### config.mk
export PLATFORM = sky130hd
export DESIGN_NAME = cpuDebugPanel
export DESIGN_NICKNAME = d
export VERILOG_FILES = /design/src/panelPkg.sv /design/src/switchSampler.sv /design/src/debounce.sv /design/src/addressDecoder.sv /design/src/lcdDriver.sv /design/src/panelSequencer.sv /design/src/cpuDebugPanel.sv
export SDC_FILE = /design/constraint.sdc
export NUM_CORES = 1
export LEC_CHECK = 0
export ABC_AREA = 1
export CAP_MARGIN = 20
export CORE_MARGIN = 3
export CORE_UTILIZATION = 55
export DETAILED_ROUTE_END_ITERATION = 6
export DONT_BUFFER_PORTS = 1
export PLACE_DENSITY = 0.7
export SYNTH_ARGS = -nofsm -noshare
export SYNTH_HDL_FRONTEND = slang
export SYNTH_SLANG_ARGS = --single-unit
### constraint.sdc
create_clock -name clk -period 4.2 [get_ports clk]
set_input_delay 0.63 -clock clk [delete_from_list [all_inputs] [get_ports clk]]
set_output_delay 0.63 -clock clk [all_outputs]
set_load 0.01 [all_outputs]
### src/panelPkg.sv
// shared definitions for the CPU debug panel
// switch indices, address map bounds, LCD command bytes, character type
package panelPkg;

    // debounced inputs, one bit each in the switch vector
    localparam int SWITCH_COUNT = 5;
    localparam int SW_HALT = 0;
    localparam int SW_IRQ = 1;
    localparam int SW_NMI = 2;
    localparam int SW_RES = 3;
    localparam int SW_CLEAR = 4;

    // level after reset, control lines idle high, clear button idle low
    localparam logic [SWITCH_COUNT-1:0] SWITCH_RESET_LEVEL = 5'b01111;

    // upper bound of each region, inclusive
    localparam logic [15:0] RAM_END = 16'h3FFF;
    localparam logic [15:0] CART_LO_END = 16'h7FFF;
    localparam logic [15:0] CART_HI_END = 16'hBFFF;
    // bios runs from here to the top of the map
    localparam logic [15:0] BIOS_BASE = 16'hF800;

    // floating bus reads as all ones
    localparam logic [7:0] OPEN_BUS = 8'hFF;

    // one character or command byte for the LCD
    typedef logic [7:0] lcdChar;

    // HD44780 style commands
    localparam lcdChar LCD_CLEAR = 8'h01;
    // DDRAM address 0x40, first column of line 2
    localparam lcdChar LCD_LINE2 = 8'hC0;
    // cursor increments, no display shift
    localparam lcdChar LCD_ENTRY = 8'h06;
    // display on, cursor and blink off
    localparam lcdChar LCD_DISPLAY_ON = 8'h0C;
    // 4-bit bus, two lines, 5x8 font
    localparam lcdChar LCD_FUNCTION_4BIT = 8'h28;

endpackage

### src/switchSampler.sv
// two-flop synchronizer for the board switches
// plus the shared sample strobe for the debouncers
`timescale 1ns/1ps

module switchSampler #(
    parameter int SAMPLE_DIV = 50000
) (
    input  logic clk,
    input  logic rstN,
    input  logic [panelPkg::SWITCH_COUNT-1:0] rawSwitch,
    output logic [panelPkg::SWITCH_COUNT-1:0] syncSwitch,
    output logic sampleTick
);
    import panelPkg::*;

    localparam int DIV_W = $clog2(SAMPLE_DIV + 1);

    logic [SWITCH_COUNT-1:0] metaSwitch;
    logic [DIV_W-1:0] divCount;

    // switches are asynchronous to clk
    always_ff @(posedge clk) begin
        metaSwitch <= rawSwitch;
        syncSwitch <= metaSwitch;
    end

    // count down, strobe on zero and reload
    // first strobe lands SAMPLE_DIV cycles out of reset
    always_ff @(posedge clk) begin
        if (!rstN) begin
            divCount <= DIV_W'(SAMPLE_DIV - 1);
            sampleTick <= 1'b0;
        end else begin
            sampleTick <= (divCount == '0);
            if (divCount == '0)
                divCount <= DIV_W'(SAMPLE_DIV - 1);
            else
                divCount <= divCount - 1'b1;
        end
    end

endmodule

### src/debounce.sv
// single switch debouncer
// output follows the input after DEBOUNCE_SAMPLES differing sample ticks
`timescale 1ns/1ps

module debounce #(
    parameter int DEBOUNCE_SAMPLES = 16
) (
    input  logic clk,
    input  logic rstN,
    input  logic sampleTick,
    input  logic rawLevel,
    input  logic resetLevel,
    output logic stableLevel
);

    localparam int CNT_W = $clog2(DEBOUNCE_SAMPLES + 1);

    // ticks in a row on which input and output disagree
    logic [CNT_W-1:0] diffCount;

    always_ff @(posedge clk) begin
        if (!rstN) begin
            stableLevel <= resetLevel;
            diffCount <= '0;
        end else if (sampleTick) begin
            if (rawLevel == stableLevel) begin
                // any agreement starts the count over
                diffCount <= '0;
            end else if (diffCount == CNT_W'(DEBOUNCE_SAMPLES - 1)) begin
                stableLevel <= rawLevel;
                diffCount <= '0;
            end else begin
                diffCount <= diffCount + 1'b1;
            end
        end
    end

    // level only moves right after a strobe from the sampler
    changeOnTick: assert property (@(posedge clk) disable iff (!rstN)
        $changed(stableLevel) |-> $past(sampleTick));

endmodule

### src/addressDecoder.sv
// CPU address map decode
// chip selects for RAM, both cartridge banks and BIOS, read data mux
`timescale 1ns/1ps

module addressDecoder (
    input  logic [15:0] cpuAddr,
    input  logic [7:0] ramData,
    input  logic [7:0] cartData,
    input  logic [7:0] biosData,
    output logic ramSel,
    output logic cartSelLo,
    output logic cartSelHi,
    output logic biosSel,
    output logic [7:0] readData
);
    import panelPkg::*;

    // region compare
    always_comb begin
        ramSel = (cpuAddr <= RAM_END);
        cartSelLo = (cpuAddr > RAM_END) && (cpuAddr <= CART_LO_END);
        cartSelHi = (cpuAddr > CART_LO_END) && (cpuAddr <= CART_HI_END);
        // gap between cartridge and bios selects nothing
        biosSel = (cpuAddr >= BIOS_BASE);
    end

    // both cart banks share one data port
    always_comb begin
        if (ramSel)
            readData = ramData;
        else if (cartSelLo || cartSelHi)
            readData = cartData;
        else if (biosSel)
            readData = biosData;
        else
            readData = OPEN_BUS;
    end

    // bounds in the package must not overlap
    selOneHot: assert final ($onehot0({ramSel, cartSelLo, cartSelHi, biosSel}));

endmodule

### src/lcdDriver.sv
// 4-bit character LCD interface
// power-up wait, fixed init command list, byte writes as two timed nibbles
`timescale 1ns/1ps

module lcdDriver #(
    parameter int LCD_POWERUP_CYCLES = 1000000,
    parameter int LCD_PULSE_CYCLES = 25,
    parameter int LCD_WAIT_CYCLES = 100000
) (
    input  logic clk,
    input  logic rstN,
    input  logic writeStart,
    input  panelPkg::lcdChar writeData,
    input  logic writeRs,
    output logic writeDone,
    output logic initDone,
    output logic lcdRs,
    output logic lcdRw,
    output logic lcdE,
    output logic [3:0] lcdData
);
    import panelPkg::*;

    // one counter serves every delay
    localparam int MAX_DELAY =
        (LCD_POWERUP_CYCLES > LCD_WAIT_CYCLES) ?
        ((LCD_POWERUP_CYCLES > LCD_PULSE_CYCLES) ? LCD_POWERUP_CYCLES : LCD_PULSE_CYCLES) :
        ((LCD_WAIT_CYCLES > LCD_PULSE_CYCLES) ? LCD_WAIT_CYCLES : LCD_PULSE_CYCLES);
    localparam int CNT_W = $clog2(MAX_DELAY + 1);

    typedef enum logic [2:0] {
        stPowerUp,
        stHiE,
        stHiGap,
        stLoE,
        stLoGap,
        stSettle,
        stIdle
    } lcdState;

    lcdState state;
    logic [CNT_W-1:0] delay;
    logic [1:0] initIdx;
    lcdChar byteReg;
    logic rsReg;

    // init list in send order
    function automatic lcdChar initCommand(input logic [1:0] idx);
        case (idx)
            2'd0: return LCD_FUNCTION_4BIT;
            2'd1: return LCD_DISPLAY_ON;
            2'd2: return LCD_ENTRY;
            default: return LCD_CLEAR;
        endcase
    endfunction

    always_ff @(posedge clk) begin
        writeDone <= 1'b0;
        if (!rstN) begin
            state <= stPowerUp;
            delay <= CNT_W'(LCD_POWERUP_CYCLES - 1);
            initIdx <= '0;
            initDone <= 1'b0;
        end else begin
            case (state)
                stPowerUp: begin
                    if (delay == '0) begin
                        byteReg <= initCommand(2'd0);
                        rsReg <= 1'b0;
                        delay <= CNT_W'(LCD_PULSE_CYCLES - 1);
                        state <= stHiE;
                    end else begin
                        delay <= delay - 1'b1;
                    end
                end
                // E pulse and gap per nibble, all the same width
                stHiE, stHiGap, stLoE: begin
                    if (delay == '0) begin
                        delay <= CNT_W'(LCD_PULSE_CYCLES - 1);
                        if (state == stHiE)
                            state <= stHiGap;
                        else if (state == stHiGap)
                            state <= stLoE;
                        else
                            state <= stLoGap;
                    end else begin
                        delay <= delay - 1'b1;
                    end
                end
                stLoGap: begin
                    if (delay == '0) begin
                        delay <= CNT_W'(LCD_WAIT_CYCLES - 1);
                        state <= stSettle;
                    end else begin
                        delay <= delay - 1'b1;
                    end
                end
                stSettle: begin
                    if (delay != '0) begin
                        delay <= delay - 1'b1;
                    end else if (initDone) begin
                        writeDone <= 1'b1;
                        state <= stIdle;
                    end else if (initIdx == 2'd3) begin
                        // clear was the last init command
                        initDone <= 1'b1;
                        state <= stIdle;
                    end else begin
                        initIdx <= initIdx + 1'b1;
                        byteReg <= initCommand(initIdx + 1'b1);
                        delay <= CNT_W'(LCD_PULSE_CYCLES - 1);
                        state <= stHiE;
                    end
                end
                default: begin
                    if (writeStart) begin
                        byteReg <= writeData;
                        rsReg <= writeRs;
                        delay <= CNT_W'(LCD_PULSE_CYCLES - 1);
                        state <= stHiE;
                    end
                end
            endcase
        end
    end

    // high nibble first
    assign lcdE = (state == stHiE) || (state == stLoE);
    assign lcdData = (state == stHiE || state == stHiGap) ? byteReg[7:4] : byteReg[3:0];
    assign lcdRs = rsReg;
    // write only, busy flag never polled
    assign lcdRw = 1'b0;

    // sequencer waits for writeDone and for init
    startWhenIdle: assert property (@(posedge clk) disable iff (!rstN)
        writeStart |-> (state == stIdle) && initDone);

    // panel latches data on the falling edge of E
    dataStableInPulse: assert property (@(posedge clk) disable iff (!rstN)
        lcdE && $past(lcdE) |-> $stable(lcdData));

endmodule

### src/panelSequencer.sv
// LCD frame sequencer for the debug panel
// snapshots CPU state on phi1, formats hex text, feeds the LCD driver
// a clear button edge sends a lone clear command
`timescale 1ns/1ps

module panelSequencer (
    input  logic clk,
    input  logic rstN,
    input  logic phi1,
    input  logic [7:0] regA,
    input  logic [7:0] regX,
    input  logic [7:0] regY,
    input  logic [7:0] opcode,
    input  logic [panelPkg::SWITCH_COUNT-1:0] lineLevel,
    input  logic initDone,
    input  logic writeDone,
    output logic writeStart,
    output panelPkg::lcdChar writeData,
    output logic writeRs,
    output logic busy
);
    import panelPkg::*;

    // byte 0 clear, 1..16 line 1, 17 line-2 address, 18..33 line 2
    localparam int LINE2_IDX = 17;
    localparam int FRAME_LAST = 33;

    logic phi1Q;
    logic clearQ;
    logic phi1Rise;
    logic clearRise;
    logic startFrame;
    logic clearOnly;
    logic [5:0] charIdx;
    logic [7:0] snapA;
    logic [7:0] snapX;
    logic [7:0] snapY;
    logic [7:0] snapOp;
    logic [SWITCH_COUNT-1:0] snapLevel;
    logic [16*8-1:0] line1Text;
    logic [16*8-1:0] line2Text;

    function automatic lcdChar hexDigit(input logic [3:0] nib);
        // upper-case A..F
        return (nib < 4'd10) ? ("0" + 8'(nib)) : ("A" + 8'(nib) - 8'd10);
    endfunction

    function automatic lcdChar bitChar(input logic level);
        return level ? "1" : "0";
    endfunction

    assign phi1Rise = phi1 && !phi1Q;
    assign clearRise = lineLevel[SW_CLEAR] && !clearQ;
    // edges while busy or before init are dropped
    assign startFrame = !busy && initDone && phi1Rise;

    always_ff @(posedge clk) begin
        writeStart <= 1'b0;
        if (!rstN) begin
            // a level already high at reset is not an edge
            phi1Q <= 1'b1;
            clearQ <= 1'b1;
            busy <= 1'b0;
            clearOnly <= 1'b0;
            charIdx <= '0;
        end else begin
            phi1Q <= phi1;
            clearQ <= lineLevel[SW_CLEAR];
            if (!busy) begin
                if (initDone && (phi1Rise || clearRise)) begin
                    // a frame begins with clear anyway
                    busy <= 1'b1;
                    clearOnly <= !phi1Rise;
                    charIdx <= '0;
                    writeStart <= 1'b1;
                end
            end else if (writeDone) begin
                if (clearOnly || charIdx == 6'(FRAME_LAST)) begin
                    busy <= 1'b0;
                end else begin
                    charIdx <= charIdx + 1'b1;
                    writeStart <= 1'b1;
                end
            end
        end
    end

    // snapshot held for the whole frame
    always_ff @(posedge clk) begin
        if (startFrame) begin
            snapA <= regA;
            snapX <= regX;
            snapY <= regY;
            snapOp <= opcode;
            snapLevel <= lineLevel;
        end
    end

    // "A=hh X=hh Y=hh  "
    assign line1Text = {"A=", hexDigit(snapA[7:4]), hexDigit(snapA[3:0]),
                        " X=", hexDigit(snapX[7:4]), hexDigit(snapX[3:0]),
                        " Y=", hexDigit(snapY[7:4]), hexDigit(snapY[3:0]), "  "};
    // "OP=hh H I N R   " with line levels as digits
    assign line2Text = {"OP=", hexDigit(snapOp[7:4]), hexDigit(snapOp[3:0]),
                        " ", bitChar(snapLevel[SW_HALT]), " ", bitChar(snapLevel[SW_IRQ]),
                        " ", bitChar(snapLevel[SW_NMI]), " ", bitChar(snapLevel[SW_RES]),
                        "   "};

    // first character sits in the top byte of each line
    always_comb begin
        if (charIdx == '0)
            writeData = LCD_CLEAR;
        else if (charIdx == 6'(LINE2_IDX))
            writeData = LCD_LINE2;
        else if (charIdx < 6'(LINE2_IDX))
            writeData = line1Text[(16 - charIdx) * 8 +: 8];
        else
            writeData = line2Text[(FRAME_LAST - charIdx) * 8 +: 8];
    end

    // commands go out with RS low
    assign writeRs = (charIdx != '0) && (charIdx != 6'(LINE2_IDX));

endmodule

### src/cpuDebugPanel.sv
// top level of the CPU debug panel
// switch sampler, debouncer array, address decoder, LCD sequencer and driver
`timescale 1ns/1ps

module cpuDebugPanel #(
    parameter int SAMPLE_DIV = 50000,
    parameter int DEBOUNCE_SAMPLES = 16,
    parameter int LCD_POWERUP_CYCLES = 1000000,
    parameter int LCD_PULSE_CYCLES = 25,
    parameter int LCD_WAIT_CYCLES = 100000
) (
    input  logic clk,
    input  logic rstN,
    input  logic [panelPkg::SWITCH_COUNT-1:0] rawSwitch,
    input  logic phi1,
    input  logic [7:0] regA,
    input  logic [7:0] regX,
    input  logic [7:0] regY,
    input  logic [7:0] opcode,
    input  logic [15:0] cpuAddr,
    input  logic [7:0] ramData,
    input  logic [7:0] cartData,
    input  logic [7:0] biosData,
    output logic halt,
    output logic irqN,
    output logic nmiN,
    output logic resN,
    output logic ramSel,
    output logic cartSelLo,
    output logic cartSelHi,
    output logic biosSel,
    output logic [7:0] readData,
    output logic lcdRs,
    output logic lcdRw,
    output logic lcdE,
    output logic [3:0] lcdData,
    output logic panelReady,
    output logic panelBusy
);
    import panelPkg::*;

    logic [SWITCH_COUNT-1:0] syncSwitch;
    logic [SWITCH_COUNT-1:0] stable;
    logic sampleTick;
    logic writeStart;
    logic writeDone;
    logic writeRs;
    lcdChar writeData;

    switchSampler #(.SAMPLE_DIV(SAMPLE_DIV)) i_sampler (
        .clk, .rstN, .rawSwitch, .syncSwitch, .sampleTick
    );

    // one debouncer per switch, all on the shared tick
    for (genvar i = 0; i < SWITCH_COUNT; i++) begin : gDebounce
        debounce #(.DEBOUNCE_SAMPLES(DEBOUNCE_SAMPLES)) i_debounce (
            .clk, .rstN, .sampleTick,
            .rawLevel(syncSwitch[i]),
            .resetLevel(SWITCH_RESET_LEVEL[i]),
            .stableLevel(stable[i])
        );
    end

    // CPU control lines
    assign halt = stable[SW_HALT];
    assign irqN = stable[SW_IRQ];
    assign nmiN = stable[SW_NMI];
    assign resN = stable[SW_RES];

    addressDecoder i_decoder (
        .cpuAddr, .ramData, .cartData, .biosData,
        .ramSel, .cartSelLo, .cartSelHi, .biosSel, .readData
    );

    panelSequencer i_sequencer (
        .clk, .rstN, .phi1, .regA, .regX, .regY, .opcode,
        .lineLevel(stable), .initDone(panelReady), .writeDone,
        .writeStart, .writeData, .writeRs, .busy(panelBusy)
    );

    lcdDriver #(
        .LCD_POWERUP_CYCLES(LCD_POWERUP_CYCLES),
        .LCD_PULSE_CYCLES(LCD_PULSE_CYCLES),
        .LCD_WAIT_CYCLES(LCD_WAIT_CYCLES)
    ) i_lcd (
        .clk, .rstN, .writeStart, .writeData, .writeRs, .writeDone,
        .initDone(panelReady), .lcdRs, .lcdRw, .lcdE, .lcdData
    );

endmodule

Word-level counts from Yosys, hierarchy flattened --
Index checks and enable logic that the tools add are counted.
Storage, ports and cells: register bits after elaboration 140, output and inout bits 25, input port bits 80, word-level logic and storage cells 245
Operators by class: magnitude comparators 15, bitwise operators 13, equality and inequality tests 31, multiplexer cells 69, shifts and indexed selects 2, $add $sub $neg 35, reduce and logical (&&, ||, !) cells 48
Operator list (number):
- 128-bit by 33-bit indexed part select with 8-bit output | 2
- 8-bit two-way mux | 19
- 20-bit two-way mux | 6
- 7-bit by 4-bit adder with 8-bit output, first input constant | 8
- 8-bit by 4-bit subtractor with 8-bit output, second input constant | 8
- 20-bit case mux with 3 select lines | 1
- 6-bit by 4-bit adder with 7-bit output, first input constant | 8
- 5-bit two-way mux | 10
- 4-bit less-than comparator, second input constant | 8
- 3-bit two-way mux | 9
- 5-bit by 1-bit adder with 5-bit output, second input constant | 5
- 5-bit by 4-bit equality test with 1-bit output, second input constant | 5
- 6-bit two-way mux | 4
- 8-bit case mux with 3 select lines | 1
- 3-bit AND reduction | 7
- 20-bit zero test | 1
- 20-bit nonzero test | 1
- 20-bit by 1-bit subtractor with 20-bit output, second input constant | 1
- 6-bit case mux with 3 select lines | 1
- 16-bit greater-or-equal comparator, second input constant | 1
- 16-bit by 14-bit > comparator with 1-bit output, second input constant | 1
- 16-bit by 15-bit > comparator with 1-bit output, second input constant | 1
- 16-bit by 14-bit less-or-equal comparator with 1-bit output, second input constant | 1
- 16-bit by 15-bit less-or-equal comparator with 1-bit output, second input constant | 1
- other kinds (45) | 103

Logic depth before layout (Yosys ltp) --
word-level depth 9, mapped depth 17, depth with buffers taken out 16

Hierarchy --
Synthesis repeated with hierarchy kept, for this count alone.
Second synthesis, totals: cell total of the unflattened synthesis 1222, area total of the unflattened synthesis 8829.7 um^2
By module, submodules not included:
- panelSequencer | area an instance 3514.6 um^2, instances 1, cells each 492
- lcdDriver | area an instance 2254.7 um^2, instances 1, cells each 315
- debounce | area an instance 322.8 um^2, instances 5, cells each 44
- switchSampler | area an instance 1043.5 um^2, instances 1, cells each 124
- addressDecoder | area an instance 395.4 um^2, instances 1, cells each 69
- cpuDebugPanel | area an instance 7.5 um^2, instances 1, cells each 2

Least setup slack after synthesis --
OpenSTA, ideal clock, no wires.
kind input-to-reg, start input port phi1, end register i_sequencer.charIdx[5], slack 854 ps, setup time 115 ps, stages on the path 11, required time 4085 ps, path buffers 0, arrival 3231 ps, path through inv_1 -> nor2_1 -> inv_1 -> nor2_1 -> nor2_1 -> nand2_2 -> nand2_1 -> nor3_2 -> nand3_1 -> nand2_1 -> nor2_1
Between the ends: longest elaborated chain between the ends 5
RTL lines:
- start, declared | line cpuDebugPanel.sv:15 | input logic phi1,
- 1-bit logical AND | line panelSequencer.sv:52 | assign phi1Rise = phi1 && !phi1Q;
- 1-bit logical OR | line panelSequencer.sv:70 | if (initDone && (phi1Rise || clearRise)) begin
- 1-bit logical AND | line panelSequencer.sv:70
- 2-bit nonzero test (no source line)
- 3-bit AND reduction (no source line)
- end signal, assigned | line panelSequencer.sv:81 | charIdx <= charIdx + 1'b1;
- end, declared | line panelSequencer.sv:34 | logic [5:0] charIdx;
Every way passes these cells. A chain may end at the register's enable or synchronous reset.

Final worst setup path --
start register i_sequencer.charIdx[1], end register i_lcd.byteReg[0], data pin
Between the ends: longest elaborated chain between the ends 7, elaborated cells on any way between the ends 12, those cells by class 2 x add/sub; 1 x order compare; 1 x eq/ne; 2 x shift; 5 x mux; 1 x reduce/logical
RTL lines:
- 6-bit by 6-bit subtractor with 7-bit output / 5-bit by 6-bit subtractor with 7-bit output (equally long branches) | line panelSequencer.sv:118, panelSequencer.sv:116
- 128-bit by 33-bit indexed part select with 8-bit output (on tied branches) | line panelSequencer.sv:118, panelSequencer.sv:116
- 8-bit two-way mux | line panelSequencer.sv:115 | else if (charIdx < 6'(LINE2_IDX))
- 8-bit two-way mux | line panelSequencer.sv:113 | else if (charIdx == 6'(LINE2_IDX))
- 8-bit two-way mux (*) | line panelSequencer.sv:111 | if (charIdx == '0)
- 8-bit two-way mux (*) | line lcdDriver.sv:116 | if (writeStart) begin
- 8-bit case mux with 3 select lines (*) | line lcdDriver.sv:65 | case (state)
- end signal, assigned | line lcdDriver.sv:68 | byteReg <= initCommand(2'd0);
- end signal, assigned | line lcdDriver.sv:110 | byteReg <= initCommand(initIdx + 1'b1);
- end signal, assigned | line lcdDriver.sv:117 | byteReg <= writeData;
- end, declared | line lcdDriver.sv:44 | lcdChar byteReg;
Mark *: on every way between the ends. The rest lies on a longest branch, timed or not. The select of a mux whose other input is x is not followed.

==> reports/qor.txt <==
Sequential element share of the synthesized area: 42.0%
Setup bufs post-CTS: 0
First-pass GRT wire length: 27.1 mm
RSZ-0062 raised after global routing: false
Via count: 6,584
Ant diodes: 0
Startpoint types: flip-flop
Post-layout util: 62.9%
Worst vdd ir: 0.347 mV
Slew Limit Fails: 0
Pleak: 3.45 nW
Cell row count: 42
Core Area: 13,500 um^2
Grt total ovfl: 0
PostCTS Resize Cnt: 0
Post-Synthesis Cell Area: 7740 um^2
Worst setup EP type: flip-flop
Crit path DAT: 3.24 ns
Via-to-Cell Ratio: 5.38
Initial Util: 57.3%
Syn Nets: 1,146
ANT nets after route: 0
Hold Fails Final Rpt: 0
Number of I/O port buffers: 0
H-tree levels: 4
Commonest non-fill, non-tap cell in the layout: nand2_1
Mux contribution to synthesized area: 0%
Clk_skew: 0.0115 ns
Final Cell Area: 8500 um^2
Total CTS buffers: 17
Power Total: 3.12 mW
Adder-cell share of the synthesized area: 4.85%
Worst-path clk slew: 0.06 ns
Highest-count cells in the layout ignoring fill and taps: 249 x nand2_1, 115 x inv_1, 95 x dfxtp_1
Drt drc: 0
Ys flop type: dfxtp_1
Hold Path Stages: 0
Die area: 15,500 um^2
Initial antenna violation count: 0
Slew @ Worst Pin: 0.711 ns
Chip Width: 125 um
Vias in the first global route: 5,911
Final setup fails: 0
TNS Setup: 0 ns
Compound-Gate Fraction of Synth Area: 13.2%
DRT Wirelength: 16.1 mm
Ports: 105
Routed wire length per instance: 13.2 um
Synthesized flop and latch total: 140
Final worst slack: 1.15 ns
Nets: 1,145
Required time worst endpoint: 4.39 ns
Fill cells: 1,165
Final HPWL DP: 11.6 mm
WS Path Type: reg -> reg
Routability Congestion: 0.920
Clock Path Buffers: 2
Max Freq: 327 MHz
Share of cells above drive strength 1: 7.16%
Max cap viols: 0
Status: complete, no violations
Tcrit/Tclk final: 72.7%
Distinct cells, synth: 51
Cells after Synth: 1,036
Dpl ws: 1.17 ns
Worst min-delay path category: in -> reg
CTS tree: yes
Total track usage: 21.0%
XOR/XNOR Fraction of Synth Area: 3.17%
Power Dens Cells: 367 nW/um^2
Tmin final: 3.05 ns
CP Max Fanout: 13
Syn-to-layout area delta: 9.81%
Number of synthesized flops with an enable pin: 45
Largest net degree at the start of global routing: 44
Clk_lat worst skew: 0.42 ns
Rel. slew slack: 52.6%
Largest family of logic cells by synthesized area: simple AND/OR/NAND/NOR gates
Placed Area: 7880 um^2
1st-pass router iterations: 6
Die Height: 125 um
Post-CTS Hold Fix Bufs: 0
Initial DRC count: 605
Simple-gate share of the synthesized area: 28.9%
Synth Warn #: 0
Post-synth ARST share: 0%
Avg Cell Area, Syn: 7.47 um^2
Root Driver: clkbuf_16
Clock sink count: 140
FF-to-FF path depth: 13
[where the power goes]
group | switching [mW] | internal, mW | total [mW]
clock network | 0.576 | 0.993 | 1.57
logic | 0.0870 | 0.0339 | 0.121
registers | 0.0109 | 1.42 | 1.43
[cell usage after synthesis (all sizes together) (5+ instances only)]
library cell | instances | share of area (%)
nor4 | 7 | 0.57
a21oi | 60 | 4.1
ha | 30 | 4.9
xnor2 | 13 | 1.5
o22ai | 10 | 0.81
xor2 | 15 | 1.7
nor3 | 22 | 1.6
clkbuf | 11 | 0.53
nor2 | 103 | 5.6
inv | 124 | 6.1
dfxtp | 95 | 25
nand2 | 257 | 13
or2 | 6 | 0.49
buf | 13 | 0.99
a31oi | 5 | 0.40
nand3 | 93 | 6.1
o21ai | 77 | 5.0
edfxtp | 45 | 17
nand4 | 12 | 1.2
a211oi | 8 | 0.78
[routing by layer]
layer / routed length (um) / vias up / share of wire, % / track usage (%)
li1: - / 3463 / - / -
met1: 7450 / 2867 / 46 / 27.5
met2: 7170 / 227 / 44 / 33.2
met3: 1230 / 27 / 7.6 / 6.17
met4: 283 / 0 / 1.8 / 7.09
met5: 0 / - / 0 / 0
[cells by family (layout without fill, tap and decap cells)]
logic type	after synthesis	in the layout
AND/OR/NAND/NOR	505	505
AO/OA/AOI/OAI	181	181
buffers and inverters	151	163
flip-flops	140	140
adder cells (fa/ha/maj)	30	30
XOR/XNOR	28	28
other	1	1
[layout make-up]
class                           instances  area, um^2  area share (%)
Sequential cell                       140        3250            38.3
Clock buffer                           18         429            5.05
Tap cell                              176         220            2.59
Inverter                              127         482            5.67
Timing Repair Buffer                    4        30.0           0.353
Multi-Input combinational cell        745        3890            45.8
Clock inverter                         14         190            2.24
[critical path, cell delays in order, from the launching register on]
cell and delay [ns]:
dfxtp_1 0.56, clkinv_1 0.38, ha_1 0.67, inv_1 0.24, nor2_1 0.37, a21oi_1 0.09
nand3_1 0.10, nand2_1 0.05, nand2_1 0.07, nand2_1 0.05, nand3_1 0.07, nand2_1 0.05
nand2_1 0.05, nand2_1 0.04
[worst paths after layout]
check                                                    startpoint                              end  slack (ns)
worst min register to register      i_sampler.metaSwitch[3]$_DFF_P_  i_sampler.syncSwitch[3]$_DFF_P_        0.33
worst max-delay path            i_sequencer.charIdx[1]$_SDFFE_PN0P_       i_lcd.byteReg[0]$_DFFE_PP_        1.15
worst max register to register  i_sequencer.charIdx[1]$_SDFFE_PN0P_       i_lcd.byteReg[0]$_DFFE_PP_        1.15
worst min-delay path                                   rawSwitch[4]  i_sampler.metaSwitch[4]$_DFF_P_        0.23
[per-stage QoR]
stage / hold WS [ns] / cells
after global routing: 0.201 / 1224
after floorplan: 0.310 / 1036
after CTS: 0.209 / 1224
final: 0.226 / 1224
after global placement: 0.312 / 1192
after detailed placement: 0.313 / 1192
[registers in the layout (all words and copies together), names as in the netlist, 2 cells and up]
register,flops
gDebounce.i_debounce.diffCount,25
gDebounce.i_debounce.stableLevel,5
i_lcd.byteReg,8
i_lcd.delay,20
i_lcd.initIdx,2
i_lcd.state,3
i_sampler.divCount,16
i_sampler.metaSwitch,5
i_sampler.syncSwitch,5
i_sequencer.charIdx,6
i_sequencer.snapA,8
i_sequencer.snapLevel,4
i_sequencer.snapOp,8
i_sequencer.snapX,8
i_sequencer.snapY,8
Note: power is estimated with default switching activity, not from simulation.
